File: src/hdl/sys_bus_pkg.sv
package sys_bus_pkg;

	localparam int ADDR_W    = 32;	// bus address width
	localparam int DATA_W    = 32;	// bus data width
	localparam int PIX_W     = 8;	// one pixel per byte
	localparam int LEN_W     = 16;	// job length in words

	localparam int MEM_WORDS = 1024;	// ram depth
	localparam int MEM_AW    = 10;	// word index, addr bits 11..2

	localparam logic [ADDR_W-1:0] MEM_LIMIT = 32'h7FFF_FFFF;	// memory window top
	localparam logic [ADDR_W-1:0] PIX_BASE  = 32'h8000_0000;	// register window
	localparam logic [ADDR_W-1:0] PIX_LIMIT = 32'h8000_000F;

	// word index inside the register window, addr bits 3..2
	localparam logic [1:0] REG_SRC  = 2'd0;
	localparam logic [1:0] REG_DST  = 2'd1;
	localparam logic [1:0] REG_LEN  = 2'd2;
	localparam logic [1:0] REG_CTRL = 2'd3;

	localparam int CTRL_START  = 0;	// write side
	localparam int CTRL_BUSY   = 0;	// read side
	localparam int CTRL_DONE   = 1;	// read side, sticky
	localparam int CTRL_OFS_LO = 8;	// brightness offset, both sides
	localparam int CTRL_OFS_HI = 15;

	localparam logic [1:0] GNT_NONE = 2'b00;	// bus free
	localparam logic [1:0] GNT_CPU  = 2'b01;
	localparam logic [1:0] GNT_PIX  = 2'b10;

endpackage

File: src/hdl/bus_ifs.sv
interface sys_bus_if;
	import sys_bus_pkg::*;

	logic              cs_n;	// chip select, low active
	logic              we;	// 1 write, 0 read
	logic [ADDR_W-1:0] addr;
	logic [DATA_W-1:0] wdata;
	logic [DATA_W-1:0] rdata;
	logic              ack;	// one cycle slave response

	modport master (output cs_n, we, addr, wdata, input rdata, ack);
	modport slave  (input cs_n, we, addr, wdata, output rdata, ack);

endinterface


File: src/hdl/bus_hub.sv
module bus_hub (
	input  logic       clk,
	input  logic       reset,
	sys_bus_if.slave   cpu,	// cpu as master
	sys_bus_if.slave   dma,	// pixel dma as master
	sys_bus_if.master  mem,	// word ram as slave
	sys_bus_if.master  regs,	// pixel registers as slave
	output logic [1:0] req,
	input  logic [1:0] gnt
);
	import sys_bus_pkg::*;

	logic              bus_cs_n;	// granted master's select
	logic              bus_we;
	logic [ADDR_W-1:0] bus_addr;
	logic [DATA_W-1:0] bus_wdata;
	logic [DATA_W-1:0] bus_rdata;
	logic              bus_ack;
	logic              sel_mem;
	logic              sel_reg;
	logic              err_ack;	// unmapped responder

	assign req = {~dma.cs_n, ~cpu.cs_n};

	// master side mux keeps cs_n high without a grant
	always_comb begin
		bus_cs_n  = 1'b1;
		bus_we    = cpu.we;
		bus_addr  = cpu.addr;
		bus_wdata = cpu.wdata;
		if (gnt == GNT_CPU) begin
			bus_cs_n = cpu.cs_n;
		end else if (gnt == GNT_PIX) begin
			bus_cs_n  = dma.cs_n;
			bus_we    = dma.we;
			bus_addr  = dma.addr;
			bus_wdata = dma.wdata;
		end
	end

	// address decode
	assign sel_mem = (bus_addr <= MEM_LIMIT);
	assign sel_reg = (bus_addr >= PIX_BASE) && (bus_addr <= PIX_LIMIT);

	assign mem.cs_n  = sel_mem ? bus_cs_n : 1'b1;
	assign mem.we    = bus_we;
	assign mem.addr  = bus_addr;
	assign mem.wdata = bus_wdata;

	assign regs.cs_n  = sel_reg ? bus_cs_n : 1'b1;
	assign regs.we    = bus_we;
	assign regs.addr  = bus_addr;
	assign regs.wdata = bus_wdata;

	// single one cycle ack for holes in the map
	always_ff @(posedge clk) begin
		if (reset)
			err_ack <= 1'b0;
		else
			err_ack <= ~bus_cs_n & ~sel_mem & ~sel_reg & ~err_ack;
	end

	// slave side return path
	assign bus_rdata = sel_mem ? mem.rdata :
	                   sel_reg ? regs.rdata : '0;	// unmapped reads 0
	assign bus_ack   = sel_mem ? mem.ack :
	                   sel_reg ? regs.ack : err_ack;

	assign cpu.rdata = bus_rdata;
	assign dma.rdata = bus_rdata;
	assign cpu.ack   = (gnt == GNT_CPU) & bus_ack;	// only owner sees ack
	assign dma.ack   = (gnt == GNT_PIX) & bus_ack;

endmodule

File: src/flat_wrapper.sv
// flat-port wrapper written by rule: the top's interface ports become plain ports
module bus_hub_flat import sys_bus_pkg::*;
  (clk, reset, req, gnt, cpu_cs_n, cpu_we, cpu_addr, cpu_wdata, cpu_rdata, cpu_ack, dma_cs_n, dma_we, dma_addr, dma_wdata, dma_rdata, dma_ack, mem_cs_n, mem_we, mem_addr, mem_wdata, mem_rdata, mem_ack, regs_cs_n, regs_we, regs_addr, regs_wdata, regs_rdata, regs_ack);
  sys_bus_if cpu_i ();
  sys_bus_if dma_i ();
  sys_bus_if mem_i ();
  sys_bus_if regs_i ();
  input  logic clk;
  input  logic reset;
  output logic [1:0] req;
  input  logic [1:0] gnt;
  input wire logic [$bits(cpu_i.cs_n)-1:0] cpu_cs_n;
  input wire logic [$bits(cpu_i.we)-1:0] cpu_we;
  input wire logic [$bits(cpu_i.addr)-1:0] cpu_addr;
  input wire logic [$bits(cpu_i.wdata)-1:0] cpu_wdata;
  output wire logic [$bits(cpu_i.rdata)-1:0] cpu_rdata;
  output wire logic [$bits(cpu_i.ack)-1:0] cpu_ack;
  input wire logic [$bits(dma_i.cs_n)-1:0] dma_cs_n;
  input wire logic [$bits(dma_i.we)-1:0] dma_we;
  input wire logic [$bits(dma_i.addr)-1:0] dma_addr;
  input wire logic [$bits(dma_i.wdata)-1:0] dma_wdata;
  output wire logic [$bits(dma_i.rdata)-1:0] dma_rdata;
  output wire logic [$bits(dma_i.ack)-1:0] dma_ack;
  output wire logic [$bits(mem_i.cs_n)-1:0] mem_cs_n;
  output wire logic [$bits(mem_i.we)-1:0] mem_we;
  output wire logic [$bits(mem_i.addr)-1:0] mem_addr;
  output wire logic [$bits(mem_i.wdata)-1:0] mem_wdata;
  input wire logic [$bits(mem_i.rdata)-1:0] mem_rdata;
  input wire logic [$bits(mem_i.ack)-1:0] mem_ack;
  output wire logic [$bits(regs_i.cs_n)-1:0] regs_cs_n;
  output wire logic [$bits(regs_i.we)-1:0] regs_we;
  output wire logic [$bits(regs_i.addr)-1:0] regs_addr;
  output wire logic [$bits(regs_i.wdata)-1:0] regs_wdata;
  input wire logic [$bits(regs_i.rdata)-1:0] regs_rdata;
  input wire logic [$bits(regs_i.ack)-1:0] regs_ack;
  assign cpu_i.cs_n = cpu_cs_n;
  assign cpu_i.we = cpu_we;
  assign cpu_i.addr = cpu_addr;
  assign cpu_i.wdata = cpu_wdata;
  assign cpu_rdata = cpu_i.rdata;
  assign cpu_ack = cpu_i.ack;
  assign dma_i.cs_n = dma_cs_n;
  assign dma_i.we = dma_we;
  assign dma_i.addr = dma_addr;
  assign dma_i.wdata = dma_wdata;
  assign dma_rdata = dma_i.rdata;
  assign dma_ack = dma_i.ack;
  assign mem_cs_n = mem_i.cs_n;
  assign mem_we = mem_i.we;
  assign mem_addr = mem_i.addr;
  assign mem_wdata = mem_i.wdata;
  assign mem_i.rdata = mem_rdata;
  assign mem_i.ack = mem_ack;
  assign regs_cs_n = regs_i.cs_n;
  assign regs_we = regs_i.we;
  assign regs_addr = regs_i.addr;
  assign regs_wdata = regs_i.wdata;
  assign regs_i.rdata = regs_rdata;
  assign regs_i.ack = regs_ack;
  bus_hub u_core (.clk(clk), .reset(reset), .cpu(cpu_i), .dma(dma_i), .mem(mem_i), .regs(regs_i), .req(req), .gnt(gnt));
endmodule
File: config.mk
export PLATFORM = sky130hd
export DESIGN_NAME = bus_hub_flat
export DESIGN_NICKNAME = d
export VERILOG_FILES = /design/src/hdl/sys_bus_pkg.sv /design/src/hdl/bus_ifs.sv /design/src/hdl/bus_hub.sv /design/src/flat_wrapper.sv
export SDC_FILE = /design/constraint.sdc
export NUM_CORES = 1
export LEC_CHECK = 0
export ABC_CLOCK_PERIOD_IN_PS = 1800
export CORE_AREA = 2 2 156 158
export DETAILED_ROUTE_END_ITERATION = 8
export DIE_AREA = 0 0 158 160
export DONT_BUFFER_PORTS = 1
export SYNTH_ARGS = -nofsm -noshare
export SYNTH_HDL_FRONTEND = slang
export SYNTH_SLANG_ARGS = --single-unit
File: constraint.sdc
create_clock -name clk -period 1.8 [get_ports clk]
set_clock_uncertainty 0.1 [all_clocks]
set_input_delay 0.27 -clock clk [delete_from_list [all_inputs] [get_ports clk]]
set_output_delay 0.27 -clock clk [all_outputs]
set_load 0.1 [all_outputs]
==> After elaboration in Yosys (flattened, before gate mapping) <==
Cells that the tools add are included.
{ "op_classes": {"n_shift": 0, "n_lt_le_gt_ge": 3, "n_reduce_logical": 1, "div": 0, "mul": 0, "bitwise_logic": 11, "addsub": 0, "eq_ne": 2, "muxes": 14} }
{ "ops": {"columns": ["op", "count"], "rows": [
  ["32-bit 2-to-1 mux", 6],
  ["32-bit >= comparator, second input constant", 1],
  ["32-bit by 31-bit less-or-equal comparator with 1-bit output, second input constant", 1],
  ["32-bit less-or-equal comparator, second input constant", 1],
  ["1-bit 2-to-1 mux", 8],
  ["1-bit NOT", 6],
  ["1-bit AND", 5],
  ["2-bit by 1-bit == test with 1-bit output, second input constant", 1],
  ["2-bit == test, second input constant", 1],
  ["1-bit logical AND", 1]
]} }
{ "totals": {"latchBits": 0, "ram_bits": 0, "output_inout_bits": 200, "inputBits": 202, "rom_bits": 0, "memories": 0, "regBits": 1} }

==> Longest topological paths before layout <==
Gate-level depths: netlist of the first run.
{ "depth": {"depth_word": 8, "mapped_depth": 6, "mapped_depth_nobuf": 5} }

==> Least setup slack after synthesis of the first run <==
No wires, ideal clock.
{ "synth_timing": {"path_kind": "input port to output port", "startpoint": "input gnt[1]", "endpoint": "output cpu_ack", "arrival_time_ps": 3803, "required_time_ps": 1430, "path_buffers": 0, "setup_slack_ps": -2373, "stages": 4, "cell_sequence": "nor2b_1 -> mux2i_1 -> inv_1 -> a211oi_1"} }
{ "synth_via": {"elab_chain_len": 8} }
{ "synth_lines": {"columns": ["element", "line_no", "text"], "rows": [
  ["start, declared", "flat_wrapper.sv:11", "input logic [1:0] gnt;"],
  ["2-bit == test", "bus_hub.sv:33", "end else if (gnt == GNT_PIX) begin"],
  ["32-bit 2-to-1 mux", "bus_hub.sv:33", null],
  ["32-bit 2-to-1 mux *", "bus_hub.sv:31", "if (gnt == GNT_CPU) begin"],
  ["via mem_addr[31]", "flat_wrapper.sv:26", "output wire logic [$bits(mem_i.addr)-1:0] mem_addr;"],
  ["32-bit >= comparator / 32-bit less-or-equal comparator (equally long branches)", "bus_hub.sv:43", "assign sel_reg = (bus_addr >= PIX_BASE) && (bus_addr <= PIX_LIMIT);"],
  ["1-bit logical AND", "bus_hub.sv:43", null],
  ["1-bit 2-to-1 mux", "bus_hub.sv:67", "sel_reg ? regs.ack : err_ack;"],
  ["1-bit 2-to-1 mux *", "bus_hub.sv:66", "assign bus_ack = sel_mem ? mem.ack :"],
  ["1-bit AND *", "bus_hub.sv:71", "assign cpu.ack = (gnt == GNT_CPU) & bus_ack;"],
  ["end, declared", "flat_wrapper.sv:17", "output wire logic [$bits(cpu_i.ack)-1:0] cpu_ack;"]
]} }
Mark *: on every way through the listed nets, which the timed path passes. The rest lies on a longest branch.

==> Worst setup path in the final report of the first run <==
{ "layout_timing": {"startpoint": "input cpu_addr[21]", "endpoint": "output cpu_ack"} }
{ "layout_via": {"elab_chain_len": 7} }
{ "layout_lines": {"columns": ["element", "line_no", "text"], "rows": [
  ["start, declared", "flat_wrapper.sv:14", "input wire logic [$bits(cpu_i.addr)-1:0] cpu_addr;"],
  ["32-bit 2-to-1 mux", "bus_hub.sv:33", null],
  ["32-bit 2-to-1 mux *", "bus_hub.sv:31", null],
  ["32-bit >= comparator / 32-bit less-or-equal comparator (equally long branches)", "bus_hub.sv:43", null],
  ["1-bit logical AND", "bus_hub.sv:43", null],
  ["1-bit 2-to-1 mux", "bus_hub.sv:67", null],
  ["1-bit 2-to-1 mux *", "bus_hub.sv:66", null],
  ["1-bit AND *", "bus_hub.sv:71", null]
]} }
Every way passes the cells marked *; elsewhere a longest branch is shown, timed or not.

==> flow_metrics.tcl, run 1 <==
set metrics [dict create \
    row_count 57 \
    regArea_um2 20.02 \
    synth_nets 580 \
    drtIter0Drc 104 \
    drc 0 \
    timing.rr.end "u_core.err_ack$_SDFF_PP0_" \
    fin_cells 768 \
    syn_area_um2 2059 \
    power_leakage_nw 2.617 \
    grt_max_degree 37 \
    path_class "primary input to primary output" \
    hold_class "primary input to flip-flop" \
    violations "negative setup slack" \
    yosysMostFrequentCell "nand2_1" \
    synth_mux_area_share_pct 0.9721 \
    avgRoutedWirePerCell_um 20.43 \
    vias 2879 \
    hold_viol 0 \
    multiInputGateArea_um2 2616 \
    drv_slew 0 \
    grt_usage_pct 11.54 \
    maxCapViolations 0 \
    grt_pass1_wl_mm 21.27 \
    top_register "u_core.err_ack" \
    layout_min_cycle_time_ps 2385 \
    ys_ff_latch 1 \
    synth_area_leaders "nand2_1 (36%), buf_4 (35%), a22o_1 (14%), nor4_1 (3.9%), clkbuf_1 (2.6%)" \
    end_kind "primary output" \
    clk_latency_ps 0 \
    final_antenna_net_count 0 \
    worst_setup_path_start_kind "primary input" \
    synth_edf_count 0 \
    diodes 0 \
    num_io_pins 402 \
    synthSimpleGateAreaFrac_pct 42.95 \
    tightest_slew_ps 433.8 \
    synth_cells 378 \
    antenna_found_initial 0 \
    dp_hpwl_mm 13.85 \
    synth_cell_types 21 \
    fmax_mhz 419.3 \
    cp_max_fo 5 \
    clk_pin_slew_ps 0 \
    timing.final.ws_setup_ps -585.2 \
    wirelength_mm 15.69 \
    critPathTopFamily "simple AND/OR/NAND/NOR gates" \
    fp.coreArea_um2 23820 \
    first_pass_iters 4 \
    crit_path_start "cpu_addr[21]" \
    critical_path_required_ps 1430 \
    fin_util_pct 26.73 \
    drive_gt1_share_pct 67.57 \
    syn_area_per_cell_um2 5.448 \
    syn_to_final_growth_pct 209.1 \
    yosysSeqAreaShare_pct 0.9721 \
    p_per_area_nw_per_um2 707.0 \
    synthXorXnorAreaFrac_pct 0 \
    start_util_pct 8.646 \
    synth_largest_area_cell "nand2_1" \
    crit_path_end "cpu_ack" \
    tns_ps -35100 \
    ys_async_sr_fraction_pct 0 \
    slowest_delay_ps 380 \
    dp_cells 763 \
    r2r-start "u_core.err_ack$_SDFF_PP0_" \
    yosys_warnings 0 \
    ys_top_cells_by_count "nand2_1 (195), buf_4 (97), a22o_1 (32), clkbuf_1 (14), nor4_1 (13)" \
    max_slew_margin_pct 70.82 \
    path_cells "nor4_4 -> buf_4 -> nand4_1 -> o22ai_4 -> buf_12 -> mux2i_4 -> a211oi_4 -> buf_12" \
    gp_congestion 0.8968 \
    largest_reg_flops 1 \
    synthDominantCellAreaShare_pct 35.54 \
    cp.depth 8 \
    grt_pass1_vias 3303 \
    outcome "complete, but fails checks" \
    vdd_ir_drop_max_mv 0.3413 \
    synth_flop_cell "dfxtp_1" \
    r2r_slack_ps 980 \
    synth_compound_area_share_pct 15.37 \
    cp_common_cell "buf_12" \
    die_w_um 158 \
    r2r_cells 1 \
    cts_hold_buf 0 \
    synth-adder-area-share_pct 0 \
    rsz0062_at_grt "true" \
    reg.largest.list "u_core.err_ack: 1 flops" \
    grt-ovfl-total 0 \
    dieArea_um2 25280 \
    hold_ws_ps 256.7 \
    cp_slowest_cell "nor4_4" \
    nets 648 \
    nFillCells 2455 \
    place_ws_ps -1131 \
    critPathArrivalTime_ps 2020 \
    synth_top_family_by_area "simple AND/OR/NAND/NOR gates" \
    critPathBufInv 3 \
    die_y_um 160 \
    viasPerCell 3.749 \
    setup_viol 134 \
    finalCritPeriodShare_pct 132.5 \
    numPortBuffers 0 \
]
## placed cells by master, fill, tap and decap left out, drive strengths merged
cell,netlist,layout
nand2b,2,2
nor4,13,13
clkinvlp,0,1
nand4,4,4
o22ai,2,2
nor2,1,1
a22o,32,32
a21oi,1,1
nor2b,1,1
a211oi,1,1
nand2,195,195
inv,3,2
buf,103,183
dfxtp,1,1
mux2i,2,2
nor4b,2,2
o21ai,1,1
## power breakdown
group | internal (mW) | switching [mW] | leakage (nW)
registers | 0.0234 | 0.000981 | 0.00813
clock network | 0 | 0 | 0
logic | 1.30 | 3.18 | 2.61
## cell type report
type / instances / share of cell area (%)
inverter: 3 / 0.2358
multi-input combinational: 257 / 41.10
sequential: 1 / 0.3145
tap: 324 / 6.368
timing repair buffer: 183 / 51.98
## stage by stage
step | cell area [µm²] | power [mW]
2_1_floorplan | 3680 | 3.531
3_3_place_gp | 6162 | 4.471
3_5_place_dp | 6162 | 4.489
4_1_cts | 6396 | 4.526
5_1_grt | 6366 | 4.592
6_report | 6366 | 4.501
## cells by family (layout without fill, tap and decap cells)
logic type | after synthesis | in the layout
AOI/OAI and AO/OA | 37 | 37
and+or+nand+nor | 218 | 218
DFF | 1 | 1
buffers and inverters | 120 | 186
muxes | 2 | 2
## timing repair
action                                 CTS  global route
cloned                                   3             0
resized for setup                       21             3
setup endpoints to repair              150           153
pin swaps                               10             4
buffers inserted                         6             1
endpoints found under the hold margin    0             0
## worst min path at each step
stage / startpoint / endpoint / slack [ps] / depth (start not counted)
after floorplan: reset / u_core.err_ack$_SDFF_PP0_ / 250 / 1
after global placement: reset / u_core.err_ack$_SDFF_PP0_ / 250 / 1
after detailed placement: reset / u_core.err_ack$_SDFF_PP0_ / 260 / 1
after CTS: reset / u_core.err_ack$_SDFF_PP0_ / 260 / 1
after global routing: reset / u_core.err_ack$_SDFF_PP0_ / 260 / 1
final: reset / u_core.err_ack$_SDFF_PP0_ / 260 / 1
## metal layers
metal | global-route usage [%] | share of wire, % | routed length, µm | vias to the layer above
met5 | 0 | 0 | 0 | -
met1 | 10.51 | 29 | 4539 | 1337
li1 | - | - | - | 1263
met3 | 3.202 | 11 | 1658 | 22
met2 | 23.56 | 56 | 8803 | 257
met4 | 4.177 | 4.4 | 692 | 0
(Power assumes the default switching activity.)
==> inputs of run 2 (changes only) <==
--- a/config.mk
+++ b/config.mk
@@ -5,11 +5,13 @@
 export SDC_FILE = /design/constraint.sdc
 export NUM_CORES = 1
 export LEC_CHECK = 0
+export ABC_AREA = 1
 export ABC_CLOCK_PERIOD_IN_PS = 1800
 export CORE_AREA = 2 2 156 158
 export DETAILED_ROUTE_END_ITERATION = 8
 export DIE_AREA = 0 0 158 160
 export DONT_BUFFER_PORTS = 1
+export SLEW_MARGIN = 5
 export SYNTH_ARGS = -nofsm -noshare
 export SYNTH_HDL_FRONTEND = slang
 export SYNTH_SLANG_ARGS = --single-unit
==> run 2 against run 1 <==
The run still ends with negative setup slack left. Critical path depth is 4 higher. Fmax is 0.49% higher. Global-route usage is 0.32 points lower. Register-to-register slack worse by 120 ps. Power is 10% higher. Combinational power is 10% higher. Area after synthesis is 26% higher. Synthesized cell count is 37% higher. Routed wire length is 1.4% lower. First-iteration DRC count is 9.6% higher. Critical endpoint is now cpu_rdata[15]. Largest cell class unchanged. Largest power group unchanged.
==> flow_metrics.tcl, run 2 <==
set metrics [dict create \
    setup_viol 91 \
    syn_area_um2 2599 \
    yosysSeqAreaShare_pct 0.7703 \
    ys_top_cells_by_count "nand2_1 (259), buf_4 (101), inv_1 (60), o21ai_2 (30), clkbuf_1 (14)" \
    power_leakage_nw 3.290 \
    largest_reg_flops 1 \
    synth_cell_types 21 \
    clk_latency_ps 0 \
    fin_cells 956 \
    antenna_found_initial 1 \
    path_class "primary input to primary output" \
    layout_min_cycle_time_ps 2373 \
    cp_max_fo 20 \
    hold_class "primary input to flip-flop" \
    die_w_um 158 \
    fmax_mhz 421.3 \
    final_common_cell "buf_12" \
    grt_usage_pct 11.22 \
    dp_hpwl_mm 12.76 \
    synth_area_leaders "nand2_1 (37%), buf_4 (29%), o21ai_2 (10%), inv_1 (8.7%), nand3b_1 (3.2%)" \
    hold_viol 0 \
    cp_common_cell "nand2_2" \
    slowest_delay_ps 270 \
    ys_ff_latch 1 \
    synth_cells 517 \
    critPathArrivalTime_ps 2000 \
    fp.coreArea_um2 23820 \
    drtIter0Drc 114 \
    most-common-layout-cells "buf_12 (160), nand2_1 (132), nand2_2 (69), buf_4 (50), nand2_8 (45)" \
    synth_nets 719 \
    num_io_pins 402 \
    yosys_warnings 0 \
    tns_ps -36650 \
    path_cells "inv_12 -> nor2_4 -> nand2_2 -> nand2_1 -> nand2_2 -> nor2_2 -> nand2_2 -> nor2_4 -> nand2_8 -> buf_16 -> o21ai_4 -> buf_12" \
    synth_edf_count 0 \
    drv_slew 0 \
    clk_pin_slew_ps 0 \
    max_slew_margin_pct 76.52 \
    wirelength_mm 15.47 \
    rsz0062_at_grt "true" \
    yosysMostFrequentCell "nand2_1" \
    ys_async_sr_fraction_pct 0 \
    timing.final.ws_setup_ps -573.4 \
    start_util_pct 10.91 \
    critical_path_required_ps 1430 \
    cp_slowest_cell "buf_12" \
    drc 0 \
    vdd_ir_drop_max_mv 0.3411 \
    vias 3542 \
    violations "negative setup slack" \
    dieArea_um2 25280 \
    drive_gt1_share_pct 69.57 \
    syn_to_final_growth_pct 195.3 \
    nets 835 \
    grt-ovfl-total 0 \
    gp_congestion 0.7887 \
    die_y_um 160 \
    viasPerCell 3.705 \
    p_per_area_nw_per_um2 645.8 \
    final_antenna_net_count 0 \
    grt_pass1_vias 3609 \
    finalCritPeriodShare_pct 131.9 \
    outcome "complete, but fails checks" \
    grt_max_degree 31 \
    synthDominantCellAreaShare_pct 37.41 \
    syn_area_per_cell_um2 5.027 \
    tightest_slew_ps 351.4 \
    end_kind "primary output" \
    row_count 57 \
    avgRoutedWirePerCell_um 16.19 \
    dp_cells 928 \
    first_pass_iters 4 \
    cts_hold_buf 0 \
    reg.largest.list "u_core.err_ack: 1 flops" \
    grt_pass1_wl_mm 21.98 \
    synth_flop_cell "dfxtp_1" \
    worst_setup_path_start_kind "primary input" \
    numPortBuffers 0 \
    synth_largest_area_cell "nand2_1" \
    total_power_mw 4.956 \
    top_register "u_core.err_ack" \
    maxCapViolations 0 \
]
[run 2: power breakdown]
part | internal, mW | switching (mW)
clock | 0.0000000743 | 0
sequential | 0.0233 | 0.000170
combinational | 1.50 | 3.44
[run 2: routing by layer]
metal	GRT usage, %	wire length (µm)	part of all wire, %	up-vias
met5	0	0	0	-
met4	0.1229	17	0.11	0
met3	1.357	1103	7.1	4
met2	22.79	8696	56	213
met1	12.96	5655	37	1647
li1	-	-	-	1678
[run 2: cells by family (layout without fill, tap and decap cells)]
group,Yosys count,in the layout,share of synthesized area (%)
flops,1,1,0.7704
compound gates,34,34,10.93
other cells,0,1,0
buf+inv,184,297,42.42
simple gates,298,299,45.88
[run 2: cell type report]
cell class,count,area (µm²)
tap,324,405.4
multi-input combinational,333,2850
fill,2390,16150
sequential,1,20.02
inverter,63,350.3
timing repair buffer,234,4045
antenna,1,2.502
[run 2: critical path, delay by kind of cell]
family | cells | cell delay, ps
buffers and inverters | 3 | 480
AND/OR/NAND/NOR | 8 | 1040
AO/OA/AOI/OAI | 1 | 190
[run 2: final timing paths]
check	slack [ps]	depth (start not counted)	start	to
setup / recovery	-570	12	gnt[1]	cpu_rdata[15]
hold / removal	250	1	reset	u_core.err_ack$_SDFF_PP0_
setup reg to reg	860	4	u_core.err_ack$_SDFF_PP0_	u_core.err_ack$_SDFF_PP0_
hold reg to reg	550	4	u_core.err_ack$_SDFF_PP0_	u_core.err_ack$_SDFF_PP0_
[run 2: per-stage QoR]
stage	util (%)	setup slack, ps	hold slack [ps]	cell area (µm²)
after floorplan	-	-919.8	248.3	4954
after global placement	28.93	-770.2	249.7	6890
after detailed placement	28.93	-811.6	250.7	6890
after CTS	31.74	-637.7	254.9	7561
after global routing	32.21	-674.6	266.6	7674
final	32.21	-573.4	252.2	7674
[run 2: repair_timing]
action                                  4_1_cts  5_1_grt
pin swaps                                    49       20
gates resized for setup                      82       29
endpoints found under the setup margin      143      105
cloned                                       10        0
buffers inserted                             16        2
